==> config.mk <==
export PLATFORM = sky130hd
export DESIGN_NAME = cpu_top
export DESIGN_NICKNAME = d
export VERILOG_FILES = /design/src/hw/cpu_pkg.sv /design/src/hw/stage_control.sv /design/src/hw/instr_decoder.sv /design/src/hw/fetch_unit.sv /design/src/hw/operand_fetch.sv /design/src/hw/execute_unit.sv /design/src/hw/memory_port.sv /design/src/hw/cpu_top.sv
export SDC_FILE = /design/constraint.sdc
export NUM_CORES = 1
export LEC_CHECK = 0
export BUFFER_PORTS_ARGS = -buffer_cell sky130_fd_sc_hd__clkbuf_2
export CAP_MARGIN = 20
export CORE_MARGIN = 3
export CORE_UTILIZATION = 25
export DETAILED_ROUTE_END_ITERATION = 7
export HOLD_SLACK_MARGIN = 0.05
export SKIP_CTS_REPAIR_TIMING = 1
export SLEW_MARGIN = 40
export SYNTH_ARGS = -nofsm -noshare
export SYNTH_HDL_FRONTEND = slang
export SYNTH_SLANG_ARGS = --single-unit
==> constraint.sdc <==
create_clock -name CLOCK -period 3.25 [get_ports CLOCK]
set_input_delay 0.65 -clock CLOCK [delete_from_list [all_inputs] [get_ports CLOCK]]
set_output_delay 0.65 -clock CLOCK [all_outputs]
set_load 0.1 [all_outputs]
==> src/hw/cpu_pkg.sv <==
package cpu_pkg;

  localparam int WORD_WIDTH = 8;

  typedef logic [WORD_WIDTH-1:0] word_t;

  typedef enum logic [2:0] {
    RESET_STAGE,
    FETCH_OPERATION,
    DECODE,
    FETCH_IMMEDIATE,
    EXECUTE,
    WRITE_REGISTER,
    WRITE_MEMORY
  } stage_t;

  // Shared by the operation fetch and the memory write
  typedef enum logic [1:0] {
    IDLE,
    BEGIN,
    FINISH
  } phase_t;

  typedef enum logic [3:0] {
    OF_IDLE,
    OF_BEGIN,
    WAIT_IMM,
    LOAD_IMM,
    WAIT_SRC_ADDR,
    LOAD_SRC_ADDR,
    WAIT_SRC,
    LOAD_SRC,
    WAIT_DST_ADDR,
    LOAD_DST_ADDR,
    WAIT_DST,
    LOAD_DST,
    OF_FINISH
  } opfetch_t;

  typedef enum logic [2:0] {
    MOV,
    ADD,
    JMP,
    NOP,
    HLT
  } opcode_t;

  typedef enum logic [2:0] {
    REG_A,
    ADDRESS_REG_A,
    ADDRESS_IMM,
    IMM,
    UNUSED
  } operand_t;

  typedef enum logic [1:0] {
    STAY,
    READ,
    WRITE
  } mem_cmd_t;

  // Instruction byte, seen either as fields or as a whole code
  typedef union packed {
    struct packed {
      logic [3:0] cls;
      logic [1:0] dst;
      logic [1:0] src;
    } fields;
    word_t raw;
  } instr_word_u;

  localparam word_t NOP_CODE = 8'hFE;
  localparam word_t HLT_CODE = 8'hFF;

  localparam logic [3:0] MOV_CLASS = 4'h0;
  localparam logic [3:0] ADD_CLASS = 4'h1;
  localparam logic [3:0] JMP_CLASS = 4'hC;

  localparam logic [1:0] MODE_REG_A         = 2'd0;
  localparam logic [1:0] MODE_ADDRESS_REG_A = 2'd1;
  localparam logic [1:0] MODE_ADDRESS_IMM   = 2'd2;
  localparam logic [1:0] MODE_IMM           = 2'd3;

  function automatic phase_t step_phase(phase_t p);
    case (p)
      IDLE:    return BEGIN;
      BEGIN:   return FINISH;
      default: return IDLE;
    endcase
  endfunction

endpackage

==> src/hw/stage_control.sv <==
`timescale 1ns/1ns

module stage_control (
    input  logic              CLOCK
  , input  logic              RESET
  , input  logic              fetch_done
  , input  logic              operands_done
  , input  logic              write_done
  , input  cpu_pkg::operand_t dst_mode
  , output cpu_pkg::stage_t   stage
);
  import cpu_pkg::*;

  stage_t next_stage;

  always_comb begin
    case (stage)
      RESET_STAGE:     next_stage = FETCH_OPERATION;
      FETCH_OPERATION: next_stage = fetch_done ? DECODE : FETCH_OPERATION;
      DECODE:          next_stage = FETCH_IMMEDIATE;
      FETCH_IMMEDIATE: next_stage = operands_done ? EXECUTE : FETCH_IMMEDIATE;

      // Where the result goes decides the next stage
      EXECUTE: begin
        case (dst_mode)
          REG_A:                      next_stage = WRITE_REGISTER;
          ADDRESS_REG_A, ADDRESS_IMM: next_stage = WRITE_MEMORY;
          default:                    next_stage = FETCH_OPERATION;
        endcase
      end

      WRITE_REGISTER:  next_stage = FETCH_OPERATION;
      WRITE_MEMORY:    next_stage = write_done ? FETCH_OPERATION : WRITE_MEMORY;
      default:         next_stage = FETCH_OPERATION;
    endcase
  end

  always_ff @(posedge CLOCK) begin
    if (RESET) begin
      stage <= RESET_STAGE;
    end else begin
      stage <= next_stage;
    end
  end

endmodule

==> src/hw/instr_decoder.sv <==
`timescale 1ns/1ns

module instr_decoder (
    input  logic                 CLOCK
  , input  logic                 RESET
  , input  cpu_pkg::stage_t      stage
  , input  cpu_pkg::instr_word_u instr
  , output cpu_pkg::opcode_t     opcode
  , output cpu_pkg::operand_t    src_mode
  , output cpu_pkg::operand_t    dst_mode
);
  import cpu_pkg::*;

  opcode_t  dec_opcode;
  operand_t dec_src;
  operand_t dec_dst;

  function automatic operand_t mode_of(logic [1:0] m);
    case (m)
      MODE_REG_A:         return REG_A;
      MODE_ADDRESS_REG_A: return ADDRESS_REG_A;
      MODE_ADDRESS_IMM:   return ADDRESS_IMM;
      MODE_IMM:           return IMM;
      default:            return UNUSED;
    endcase
  endfunction

  always_comb begin
    // Undefined codes fall through as HLT
    dec_opcode = HLT;
    dec_src    = UNUSED;
    dec_dst    = UNUSED;
    if (instr.raw == NOP_CODE) begin
      dec_opcode = NOP;
    end else if (instr.raw == HLT_CODE) begin
      dec_opcode = HLT;
    end else if (instr.fields.cls == MOV_CLASS || instr.fields.cls == ADD_CLASS) begin
      dec_opcode = (instr.fields.cls == MOV_CLASS) ? MOV : ADD;
      dec_src    = mode_of(instr.fields.src);
      // Immediate destination means no destination
      dec_dst    = (instr.fields.dst == MODE_IMM) ? UNUSED : mode_of(instr.fields.dst);
    end else if (instr.fields.cls == JMP_CLASS) begin
      dec_opcode = JMP;
      dec_src    = IMM;
    end
  end

  always_ff @(posedge CLOCK) begin
    if (RESET) begin
      opcode   <= NOP;
      src_mode <= UNUSED;
      dst_mode <= UNUSED;
    end else if (stage == DECODE) begin
      opcode   <= dec_opcode;
      src_mode <= dec_src;
      dst_mode <= dec_dst;
    end
  end

endmodule

==> src/hw/fetch_unit.sv <==
`timescale 1ns/1ns

module fetch_unit (
    input  logic                 CLOCK
  , input  logic                 RESET
  , input  cpu_pkg::stage_t      stage
  , input  cpu_pkg::opcode_t     opcode
  , input  cpu_pkg::word_t       read_bus
  , input  cpu_pkg::word_t       imm
  , input  logic                 ip_advance
  , output cpu_pkg::instr_word_u instr
  , output cpu_pkg::word_t       ip
  , output logic                 fetch_done
);
  import cpu_pkg::*;

  phase_t phase;
  logic   fetching;
  logic   step_ip;

  assign fetching   = (stage == FETCH_OPERATION);
  assign fetch_done = fetching && (phase == FINISH);

  // The HLT byte keeps ip on itself so it is fetched again
  assign step_ip = fetch_done && (instr.raw != HLT_CODE);

  always_ff @(posedge CLOCK) begin
    if (RESET) begin
      phase <= IDLE;
    end else begin
      phase <= fetching ? step_phase(phase) : IDLE;
    end
  end

  // Memory answers during BEGIN
  always_ff @(posedge CLOCK) begin
    if (RESET) begin
      instr.raw <= NOP_CODE;
    end else if (fetching && phase == BEGIN) begin
      instr.raw <= read_bus;
    end
  end

  always_ff @(posedge CLOCK) begin
    if (RESET) begin
      ip <= '0;
    end else if (opcode != HLT) begin
      if (step_ip || ip_advance) begin
        ip <= ip + 8'd1;
      end else if (stage == EXECUTE && opcode == JMP) begin
        // Relative to the byte after the offset
        ip <= ip + imm;
      end
    end
  end

endmodule

==> src/hw/operand_fetch.sv <==
`timescale 1ns/1ns

module operand_fetch (
    input  logic              CLOCK
  , input  logic              RESET
  , input  cpu_pkg::stage_t   stage
  , input  cpu_pkg::operand_t src_mode
  , input  cpu_pkg::operand_t dst_mode
  , input  cpu_pkg::word_t    read_bus
  , input  cpu_pkg::word_t    reg_a
  , input  cpu_pkg::word_t    ip
  , output cpu_pkg::word_t    imm
  , output cpu_pkg::word_t    mem_src
  , output cpu_pkg::word_t    mem_dst
  , output cpu_pkg::word_t    dst_addr
  , output cpu_pkg::word_t    op_addr
  , output logic              ip_advance
  , output logic              operands_done
);
  import cpu_pkg::*;

  opfetch_t state;
  opfetch_t next_state;
  word_t    src_addr;

  // Destination reads come last
  function automatic opfetch_t dst_step(operand_t dm);
    case (dm)
      ADDRESS_IMM:   return WAIT_DST_ADDR;
      ADDRESS_REG_A: return WAIT_DST;
      default:       return OF_FINISH;
    endcase
  endfunction

  always_comb begin
    next_state = OF_IDLE;
    if (stage == FETCH_IMMEDIATE) begin
      case (state)
        OF_IDLE: next_state = OF_BEGIN;
        OF_BEGIN: begin
          case (src_mode)
            IMM:           next_state = WAIT_IMM;
            ADDRESS_IMM:   next_state = WAIT_SRC_ADDR;
            ADDRESS_REG_A: next_state = WAIT_SRC;
            default:       next_state = dst_step(dst_mode);
          endcase
        end
        WAIT_IMM:      next_state = LOAD_IMM;
        LOAD_IMM:      next_state = dst_step(dst_mode);
        WAIT_SRC_ADDR: next_state = LOAD_SRC_ADDR;
        LOAD_SRC_ADDR: next_state = WAIT_SRC;
        WAIT_SRC:      next_state = LOAD_SRC;
        LOAD_SRC:      next_state = dst_step(dst_mode);
        WAIT_DST_ADDR: next_state = LOAD_DST_ADDR;
        LOAD_DST_ADDR: next_state = WAIT_DST;
        WAIT_DST:      next_state = LOAD_DST;
        LOAD_DST:      next_state = OF_FINISH;
        default:       next_state = OF_IDLE;
      endcase
    end
  end

  always_ff @(posedge CLOCK) begin
    if (RESET) begin
      state <= OF_IDLE;
    end else begin
      state <= next_state;
    end
  end

  always_ff @(posedge CLOCK) begin
    case (state)
      LOAD_IMM:      imm      <= read_bus;
      LOAD_SRC_ADDR: src_addr <= read_bus;
      LOAD_SRC:      mem_src  <= read_bus;
      LOAD_DST_ADDR: dst_addr <= read_bus;
      LOAD_DST:      mem_dst  <= read_bus;
      default: ;
    endcase
  end

  assign ip_advance    = (state == LOAD_IMM) || (state == LOAD_SRC_ADDR) ||
                         (state == LOAD_DST_ADDR);
  assign operands_done = (state == OF_FINISH);

  // Same address through WAIT and LOAD
  always_comb begin
    op_addr = '0;
    case (state)
      WAIT_IMM, LOAD_IMM, WAIT_SRC_ADDR, LOAD_SRC_ADDR,
      WAIT_DST_ADDR, LOAD_DST_ADDR: op_addr = ip;
      WAIT_SRC, LOAD_SRC: op_addr = (src_mode == ADDRESS_IMM) ? src_addr : reg_a;
      WAIT_DST, LOAD_DST: op_addr = (dst_mode == ADDRESS_IMM) ? dst_addr : reg_a;
      default:            op_addr = '0;
    endcase
  end

endmodule

==> src/hw/execute_unit.sv <==
`timescale 1ns/1ns

module execute_unit (
    input  logic              CLOCK
  , input  logic              RESET
  , input  cpu_pkg::stage_t   stage
  , input  cpu_pkg::opcode_t  opcode
  , input  cpu_pkg::operand_t src_mode
  , input  cpu_pkg::operand_t dst_mode
  , input  cpu_pkg::word_t    imm
  , input  cpu_pkg::word_t    mem_src
  , input  cpu_pkg::word_t    mem_dst
  , output cpu_pkg::word_t    result
  , output cpu_pkg::word_t    reg_a
);
  import cpu_pkg::*;

  word_t src_val;
  word_t dst_val;

  always_comb begin
    case (src_mode)
      REG_A:                      src_val = reg_a;
      ADDRESS_REG_A, ADDRESS_IMM: src_val = mem_src;
      IMM:                        src_val = imm;
      default:                    src_val = '0;
    endcase
  end

  // Value the destination held before this instruction
  always_comb begin
    case (dst_mode)
      REG_A:                      dst_val = reg_a;
      ADDRESS_REG_A, ADDRESS_IMM: dst_val = mem_dst;
      default:                    dst_val = '0;
    endcase
  end

  always_ff @(posedge CLOCK) begin
    if (stage == EXECUTE) begin
      case (opcode)
        ADD:     result <= dst_val + src_val;
        MOV:     result <= src_val;
        default: result <= dst_val;
      endcase
    end
  end

  always_ff @(posedge CLOCK) begin
    if (RESET) begin
      reg_a <= '0;
    end else if (stage == WRITE_REGISTER) begin
      reg_a <= result;
    end
  end

endmodule

==> src/hw/memory_port.sv <==
`timescale 1ns/1ns

module memory_port (
    input  logic              CLOCK
  , input  logic              RESET
  , input  cpu_pkg::stage_t   stage
  , input  cpu_pkg::operand_t dst_mode
  , input  cpu_pkg::word_t    reg_a
  , input  cpu_pkg::word_t    dst_addr
  , input  cpu_pkg::word_t    result
  , input  cpu_pkg::word_t    ip
  , input  cpu_pkg::word_t    op_addr
  , output cpu_pkg::mem_cmd_t ctrl_bus
  , output cpu_pkg::word_t    addr_bus
  , output cpu_pkg::word_t    write_bus
  , output logic              write_done
);
  import cpu_pkg::*;

  phase_t phase;
  logic   writing;
  word_t  write_addr;

  assign writing    = (stage == WRITE_MEMORY);
  assign write_done = writing && (phase == FINISH);
  assign write_addr = (dst_mode == ADDRESS_IMM) ? dst_addr : reg_a;

  always_ff @(posedge CLOCK) begin
    if (RESET) begin
      phase     <= IDLE;
      write_bus <= '0;
    end else begin
      phase <= writing ? step_phase(phase) : IDLE;
      // Held steady over both WRITE cycles
      if (writing && phase == IDLE) begin
        write_bus <= result;
      end
    end
  end

  always_comb begin
    case (stage)
      FETCH_OPERATION: addr_bus = ip;
      FETCH_IMMEDIATE: addr_bus = op_addr;
      WRITE_MEMORY:    addr_bus = write_addr;
      default:         addr_bus = '0;
    endcase
  end

  always_comb begin
    case (stage)
      FETCH_OPERATION, FETCH_IMMEDIATE: ctrl_bus = READ;
      WRITE_MEMORY:    ctrl_bus = (phase == IDLE) ? STAY : WRITE;
      default:         ctrl_bus = STAY;
    endcase
  end

endmodule

==> src/hw/cpu_top.sv <==
`timescale 1ns/1ns

module cpu_top (
    input  logic              CLOCK
  , input  logic              RESET
  , input  cpu_pkg::word_t    read_bus
  , output cpu_pkg::mem_cmd_t ctrl_bus
  , output cpu_pkg::word_t    addr_bus
  , output cpu_pkg::word_t    write_bus
  , output cpu_pkg::word_t    OUT
);
  import cpu_pkg::*;

  stage_t      stage;
  logic        fetch_done;
  logic        operands_done;
  logic        write_done;

  instr_word_u instr;
  opcode_t     opcode;
  operand_t    src_mode;
  operand_t    dst_mode;

  word_t       ip;
  logic        ip_advance;

  word_t       imm;
  word_t       mem_src;
  word_t       mem_dst;
  word_t       dst_addr;
  word_t       op_addr;

  word_t       result;
  word_t       reg_a;

  stage_control stage_control0 (.*);

  instr_decoder instr_decoder0 (.*);

  fetch_unit fetch_unit0 (.*);

  operand_fetch operand_fetch0 (.*);

  execute_unit execute_unit0 (.*);

  memory_port memory_port0 (.*);

  assign OUT = reg_a;

endmodule

Word-level counts from Yosys, hierarchy flattened
Index checks and enable logic that the tools add are counted.
W data, S select, Z words.
{ "word_totals": {"elab_cells": 131, "inputBits": 10, "out_inout_bits": 26, "ff_bits": 100} }
{ "classes": {"n_mux": 36, "n_addsub": 3, "n_bitwise": 3, "reduce_logical": 31, "eq_ne": 41} }
{ "ops": {"columns": ["operator", "n"], "rows": [
  ["$pmux W8 S3", 3],
  ["$pmux W4 S11", 1],
  ["$mux W3", 14],
  ["$mux W8", 4],
  ["$pmux W8 S2", 2],
  ["$eq A4 B4 Y1 const B", 6],
  ["$eq A3 B2 Y1 const B", 6],
  ["$reduce_or A2 Y1", 9],
  ["$add A8 B8 Y8", 2],
  ["$eq A4 B3 Y1 const B", 4],
  ["$eq A8 B8 Y1 const B", 2],
  ["$pmux W3 S5", 1],
  ["$eq A2 B2 Y1 const B", 6],
  ["$eq A3 B1 Y1 const B", 4],
  ["$pmux W2 S2", 3],
  ["$pmux W3 S2", 2],
  ["$pmux W3 S4", 1],
  ["$pmux W4 S3", 1],
  ["$eq A3 B3 Y1 const B", 3],
  ["$logic_not A3 Y1", 3],
  ["$pmux W3 S3", 1],
  ["$add A8 B1 Y8 const B", 1],
  ["$eq A2 B1 Y1 const B", 4],
  ["$eq A4 B1 Y1 const B", 2],
  ["13 further kinds", 29]
]} }

Longest topological paths before layout
{ "depth": {"word_depth": 6, "ltp_mapped": 16, "mapped_depth_nobuf": 14} }

Cells and area by module
Synthesis repeated with hierarchy kept, for this count alone.
{ "unflattened": {"cells_unflattened": 570, "hier_area_um2": 5919.4} }
{ "modules_own_cells": {"columns": ["mod", "area_per_inst_um2", "cells_per_inst", "seq_area_each_um2", "n_inst"], "rows": [
  ["operand_fetch", 1889.3, 124, 1281.2, 1],
  ["execute_unit", 1585.3, 186, 400.4, 1],
  ["fetch_unit", 1079.8, 113, 360.3, 1],
  ["memory_port", 701.9, 73, 200.2, 1],
  ["instr_decoder", 424.2, 47, 180.2, 1],
  ["stage_control", 239.0, 27, 60.1, 1]
]} }

Worst setup path after synthesis
Ideal clock, no wire load.
{ "synth_timing": {"path_type": "register to register", "start": "register instr_decoder0.src_mode[1]", "end": "register execute_unit0.result[7], data pin", "n_path_buf": 3, "arrival_time_ns": 3.280, "setup_time_ns": 0.259, "path_stages_with_launch": 13, "setup_slack_ns": -0.289, "period_less_slack_ns": 3.539, "required_time_ns": 2.991, "cell_sequence": "dfxtp_1 > buf_2 > buf_1 > buf_1 > mux2i_1 > a211oi_1 > ha_1 > a21oi_1 > a21oi_1 > o311a_1 > o41a_1 > a22o_1 > a211o_1"} }
{ "synth_via": {"elab_chain_len": 5, "word_cells_on_any_way": 8, "classes_between": "1 x add/sub; 3 x eq/ne; 2 x mux; 2 x reduce/logical"} }
{ "synth_rtl": {"columns": ["item", "line_no", "text"], "rows": [
  ["start: declaration", "instr_decoder.sv:9", ", output cpu_pkg::operand_t src_mode"],
  ["start signal: assignment", "instr_decoder.sv:55", "src_mode <= dec_src;"],
  ["$eq A3 B1 Y1 or $eq A3 B2 Y1 (tied branches)", "execute_unit.sv:22", "case (src_mode)"],
  ["$reduce_or A2 Y1", "execute_unit.sv:22", null],
  ["$pmux W8 S3 *", "execute_unit.sv:22", null],
  ["$add A8 B8 Y8", "execute_unit.sv:42", "ADD: result <= dst_val + src_val;"],
  ["$pmux W8 S2 *", "execute_unit.sv:41", "case (opcode)"],
  ["end signal: assignment", "execute_unit.sv:42", null],
  ["end signal: assignment", "execute_unit.sv:43", "MOV: result <= src_val;"],
  ["end signal: assignment", "execute_unit.sv:44", "default: result <= dst_val;"],
  ["end: declaration", "execute_unit.sv:13", ", output cpu_pkg::word_t result"]
]} }
Every way passes the cells marked *; elsewhere a longest branch is shown, timed or not.
A chain may end at the register's enable or synchronous reset.

Worst setup path after layout
{ "layout_timing": {"start": "register fetch_unit0.phase[0]", "end": "register fetch_unit0.ip[7]"} }
{ "layout_via": {"elab_chain_len": 6, "word_cells_on_any_way": 7, "classes_between": "1 x eq/ne; 1 x mux; 5 x reduce/logical"} }
{ "layout_rtl": {"columns": ["item", "line_no", "text"], "rows": [
  ["start: declaration", "fetch_unit.sv:17", "phase_t phase;"],
  ["start signal: assignment", "fetch_unit.sv:31", "phase <= fetching ? step_phase(phase) : IDLE;"],
  ["$eq A2 B2 Y1 *", "fetch_unit.sv:22", "assign fetch_done = fetching && (phase == FINISH);"],
  ["$logic_and A1 B1 Y1 *", "fetch_unit.sv:22", null],
  ["$logic_and A1 B1 Y1 *", "fetch_unit.sv:25", "assign step_ip = fetch_done && (instr.raw != HLT_CODE);"],
  ["$logic_or A1 B1 Y1 *", "fetch_unit.sv:48", "if (step_ip || ip_advance) begin"],
  ["$reduce_bool A2 Y1 (no line)", null, null],
  ["$reduce_and A2 Y1 (no line)", null, null],
  ["end signal: assignment", "fetch_unit.sv:49", "ip <= ip + 8'd1;"],
  ["end signal: assignment", "fetch_unit.sv:52", "ip <= ip + imm;"],
  ["end: declaration", "fetch_unit.sv:12", ", output cpu_pkg::word_t ip"]
]} }
Marks and branches as above.

==> reports/results.ini <==
[global_routing]
grt_max_degree=50
grt_pass1_vias=3753
grtUsageTotal_pct=12.7
grt.overflow.total=0
antenna_found_initial=0
grt_pass1_wl_mm=21.6

[setup_path]
crit_path_max_fanout=4
arrival_ns=3.31
criticalPathCategory=reg2reg
cp.required_ns=3.49
endpoint_kind=register
worstSetupStartpointType=register

[detailed_routing]
routed_wl_mm=13.8
first_pass_iters=5
via_count=3957
wire_per_inst_um=16.8
antenna_left=0
routed_via_density=4.84
drt_iter0_markers=285
remaining_drc_errors=0

[power_and_ir_drop]
p_total_mw=2.42
p_leak_nw=2.33
peakVddDrop_mv=0.216
p_per_area_nw_per_um2=395

[sta]
rsz0062_at_grt=true
finalSetupViolCount=0
slew_violations=0
period_share_pct=94.4
skew_ns=0.00925
worst_pin_slew_ns=0.812
fmax_ghz=0.326
min_period_ns=3.07
holdWs_ns=0.445
slew_headroom_pct=45.6
hold_violations=0

[logic_synthesis]
yosys_most_used_dff=dfxtp_1
synth_seq_cells=100
synth_fp_nets=524
syn_area_per_cell_um2=10.2
synth_cell_type_count=66
seq_area_frac_synth_pct=48.7
syn_area_um2=5090
async_flop_share_pct=0
syn_inst=500
synth_edf_count=48
yosys_warnings=0

[floorplan]
initial_utilization_pct=25.8
die_w_um=149
die_h_um=149
dieArea_um2=22100
io_pins=36
std_cell_rows=51
coreArea_um2=19700

[layout]
stdcell_area_um2=6120
antennaDiodeCount=0
nets=571
area_delta_synth_final_pct=20.1
final_cells=817
drive_gt1_share_pct=18.7

[clock_network]
cts_tree=done
clkTransAtPathRegs_ns=0.07
clk_latency_ns=0.35
clock_path_buffers=2
htree_levels=3
root_buffer=clkbuf_16
cts_inserted_buffers=9
clock_sinks=100

[placed_design]
place.gp.congestion=0.825
place.detailed.hpwl_mm=10.0
dpl_cell_area_um2=5800
port-buffer-count=35
place_inst=801

[min_path]
min_path_type=reg2reg

[run]
cap_violations=0

[outcome]
status=complete, no violations

## cell usage in the layout, fill, tap and decap left out, types with 8 or more instances in the layout
master | synthesis | layout
buf_4 | 0 | 28
clkbuf_2 | 0 | 26
a211o_1 | 10 | 10
nand2_1 | 26 | 25
edfxtp_1 | 48 | 48
a21oi_1 | 22 | 21
a22o_1 | 8 | 8
clkbuf_16 | 0 | 9
nor3_1 | 14 | 13
dfxtp_1 | 52 | 50
and3_1 | 9 | 9
ha_1 | 12 | 12
nor2b_1 | 15 | 15
a211oi_1 | 13 | 13
nor2_1 | 64 | 63
buf_12 | 0 | 8
inv_1 | 13 | 13
nand2b_1 | 8 | 8
mux2i_1 | 36 | 36
o21ai_0 | 22 | 21
nand3_1 | 11 | 11
## stage by stage
step / TNS [ns] / setup WS [ns] / util (%)
floorplan: 0 / 0.000625 / -
global placement: 0 / 0.0821 / 29.4
detailed placement: 0 / 0.0265 / 29.4
CTS: 0 / 0.0301 / 30.8
global route: -0.0533 / -0.0533 / 31.0
finish: 0 / 0.182 / 31.0
## report_power, final
part	total (mW)	switching [mW]	internal, mW
Sequential	1.33	0.00821	1.32
Clock	0.981	0.462	0.519
Combinational	0.105	0.0712	0.0336
Total	2.42	0.542	1.88
## layer usage
| metal | up-vias | global-route usage, % | wire length, µm |
|---|---|---|---|
| met4 | 0 | 2.91 | 163 |
| met5 | - | 0 | 0 |
| met1 | 1887 | 19.5 | 7120 |
| met2 | 105 | 18.1 | 5830 |
| li1 | 1949 | - | - |
| met3 | 16 | 2.53 | 634 |
## Yosys cell counts (3+ instances only)
library cell,count,share of area (%)
a211o_1,10,1.7
a22oi_1,6,0.88
buf_2,3,0.29
a31oi_1,7,0.86
ha_1,12,2.9
o31ai_1,3,0.44
clkbuf_1,16,1.2
nor2b_1,15,1.8
xnor2_1,4,0.69
mux2i_1,36,7.1
nand3_1,11,1.1
nand2_1,26,1.9
nor4b_1,3,0.52
and2_1,6,0.74
a221o_1,7,1.4
a22o_1,8,1.4
nor3_1,14,1.4
nor3b_1,4,0.59
nor2_1,64,4.7
dfxtp_1,52,20
a211oi_1,13,1.9
a21oi_1,22,2.2
o22ai_1,4,0.49
and3_1,9,1.1
inv_1,13,0.96
nand2b_1,8,0.98
buf_1,4,0.29
o21ai_0,22,2.2
edfxtp_1,48,28
## critical path: stages (launching register included)
cell and delay [ns]:
dfxtp_1 0.31, nand2b_1 0.15, or3_4 0.38, o22a_4 0.22, nand2_2 0.09, inv_1 0.05
ha_1 0.27, a21o_1 0.19, a21oi_2 0.16, o21ai_1 0.10, a2111oi_2 0.39, nor3_1 0.10
nor3b_1 0.22, mux2_2 0.35
## flip-flops by register name, summed over array words and instances, names as in the netlist
name,flops
execute_unit0.reg_a,8
execute_unit0.result,8
fetch_unit0.instr,8
fetch_unit0.ip,8
fetch_unit0.phase,2
instr_decoder0.dst_mode,3
instr_decoder0.opcode,3
instr_decoder0.src_mode,3
memory_port0.phase,2
memory_port0.write_bus,8
operand_fetch0.dst_addr,8
operand_fetch0.imm,8
operand_fetch0.mem_dst,8
operand_fetch0.mem_src,8
operand_fetch0.src_addr,8
operand_fetch0.state,4
stage_control0.stage,3
## final cells by class
type | instances | area, µm²
fill | 2009 | 13600
sequential | 100 | 2480
multi-input combinational | 359 | 2480
timing repair buffer | 63 | 508
tap | 265 | 332
clock buffer | 12 | 236
inverter | 14 | 52.6
clock inverter | 4 | 25.0
## kinds of logic (layout without fill, tap and decap cells)
family | Yosys count | after routing | synth area share [%]
AOI/OAI and AO/OA | 121 | 121 | 17.0
xor gates and xnor gates | 7 | 7 | 1.57
adders and majority gates | 15 | 15 | 3.93
buffers and inverters | 41 | 93 | 3.73
DFF | 100 | 100 | 48.7
muxes | 39 | 39 | 7.74
and+or+nand+nor | 177 | 177 | 17.2
## final timing paths
path | start | to | slack [ns] | cells after the start
worst max-delay path | fetch_unit0.phase[0]$_SDFF_PP0_ | fetch_unit0.ip[7]$_SDFFE_PP0P_ | 0.18 | 13
worst max register to register | fetch_unit0.phase[0]$_SDFF_PP0_ | fetch_unit0.ip[7]$_SDFFE_PP0P_ | 0.18 | 13
worst min register to register | memory_port0.phase[1]$_SDFF_PP0_ | memory_port0.phase[1]$_SDFF_PP0_ | 0.44 | 1
worst min-delay path | memory_port0.phase[1]$_SDFF_PP0_ | memory_port0.phase[1]$_SDFF_PP0_ | 0.44 | 1
Note: power is estimated with default switching activity, not from simulation.
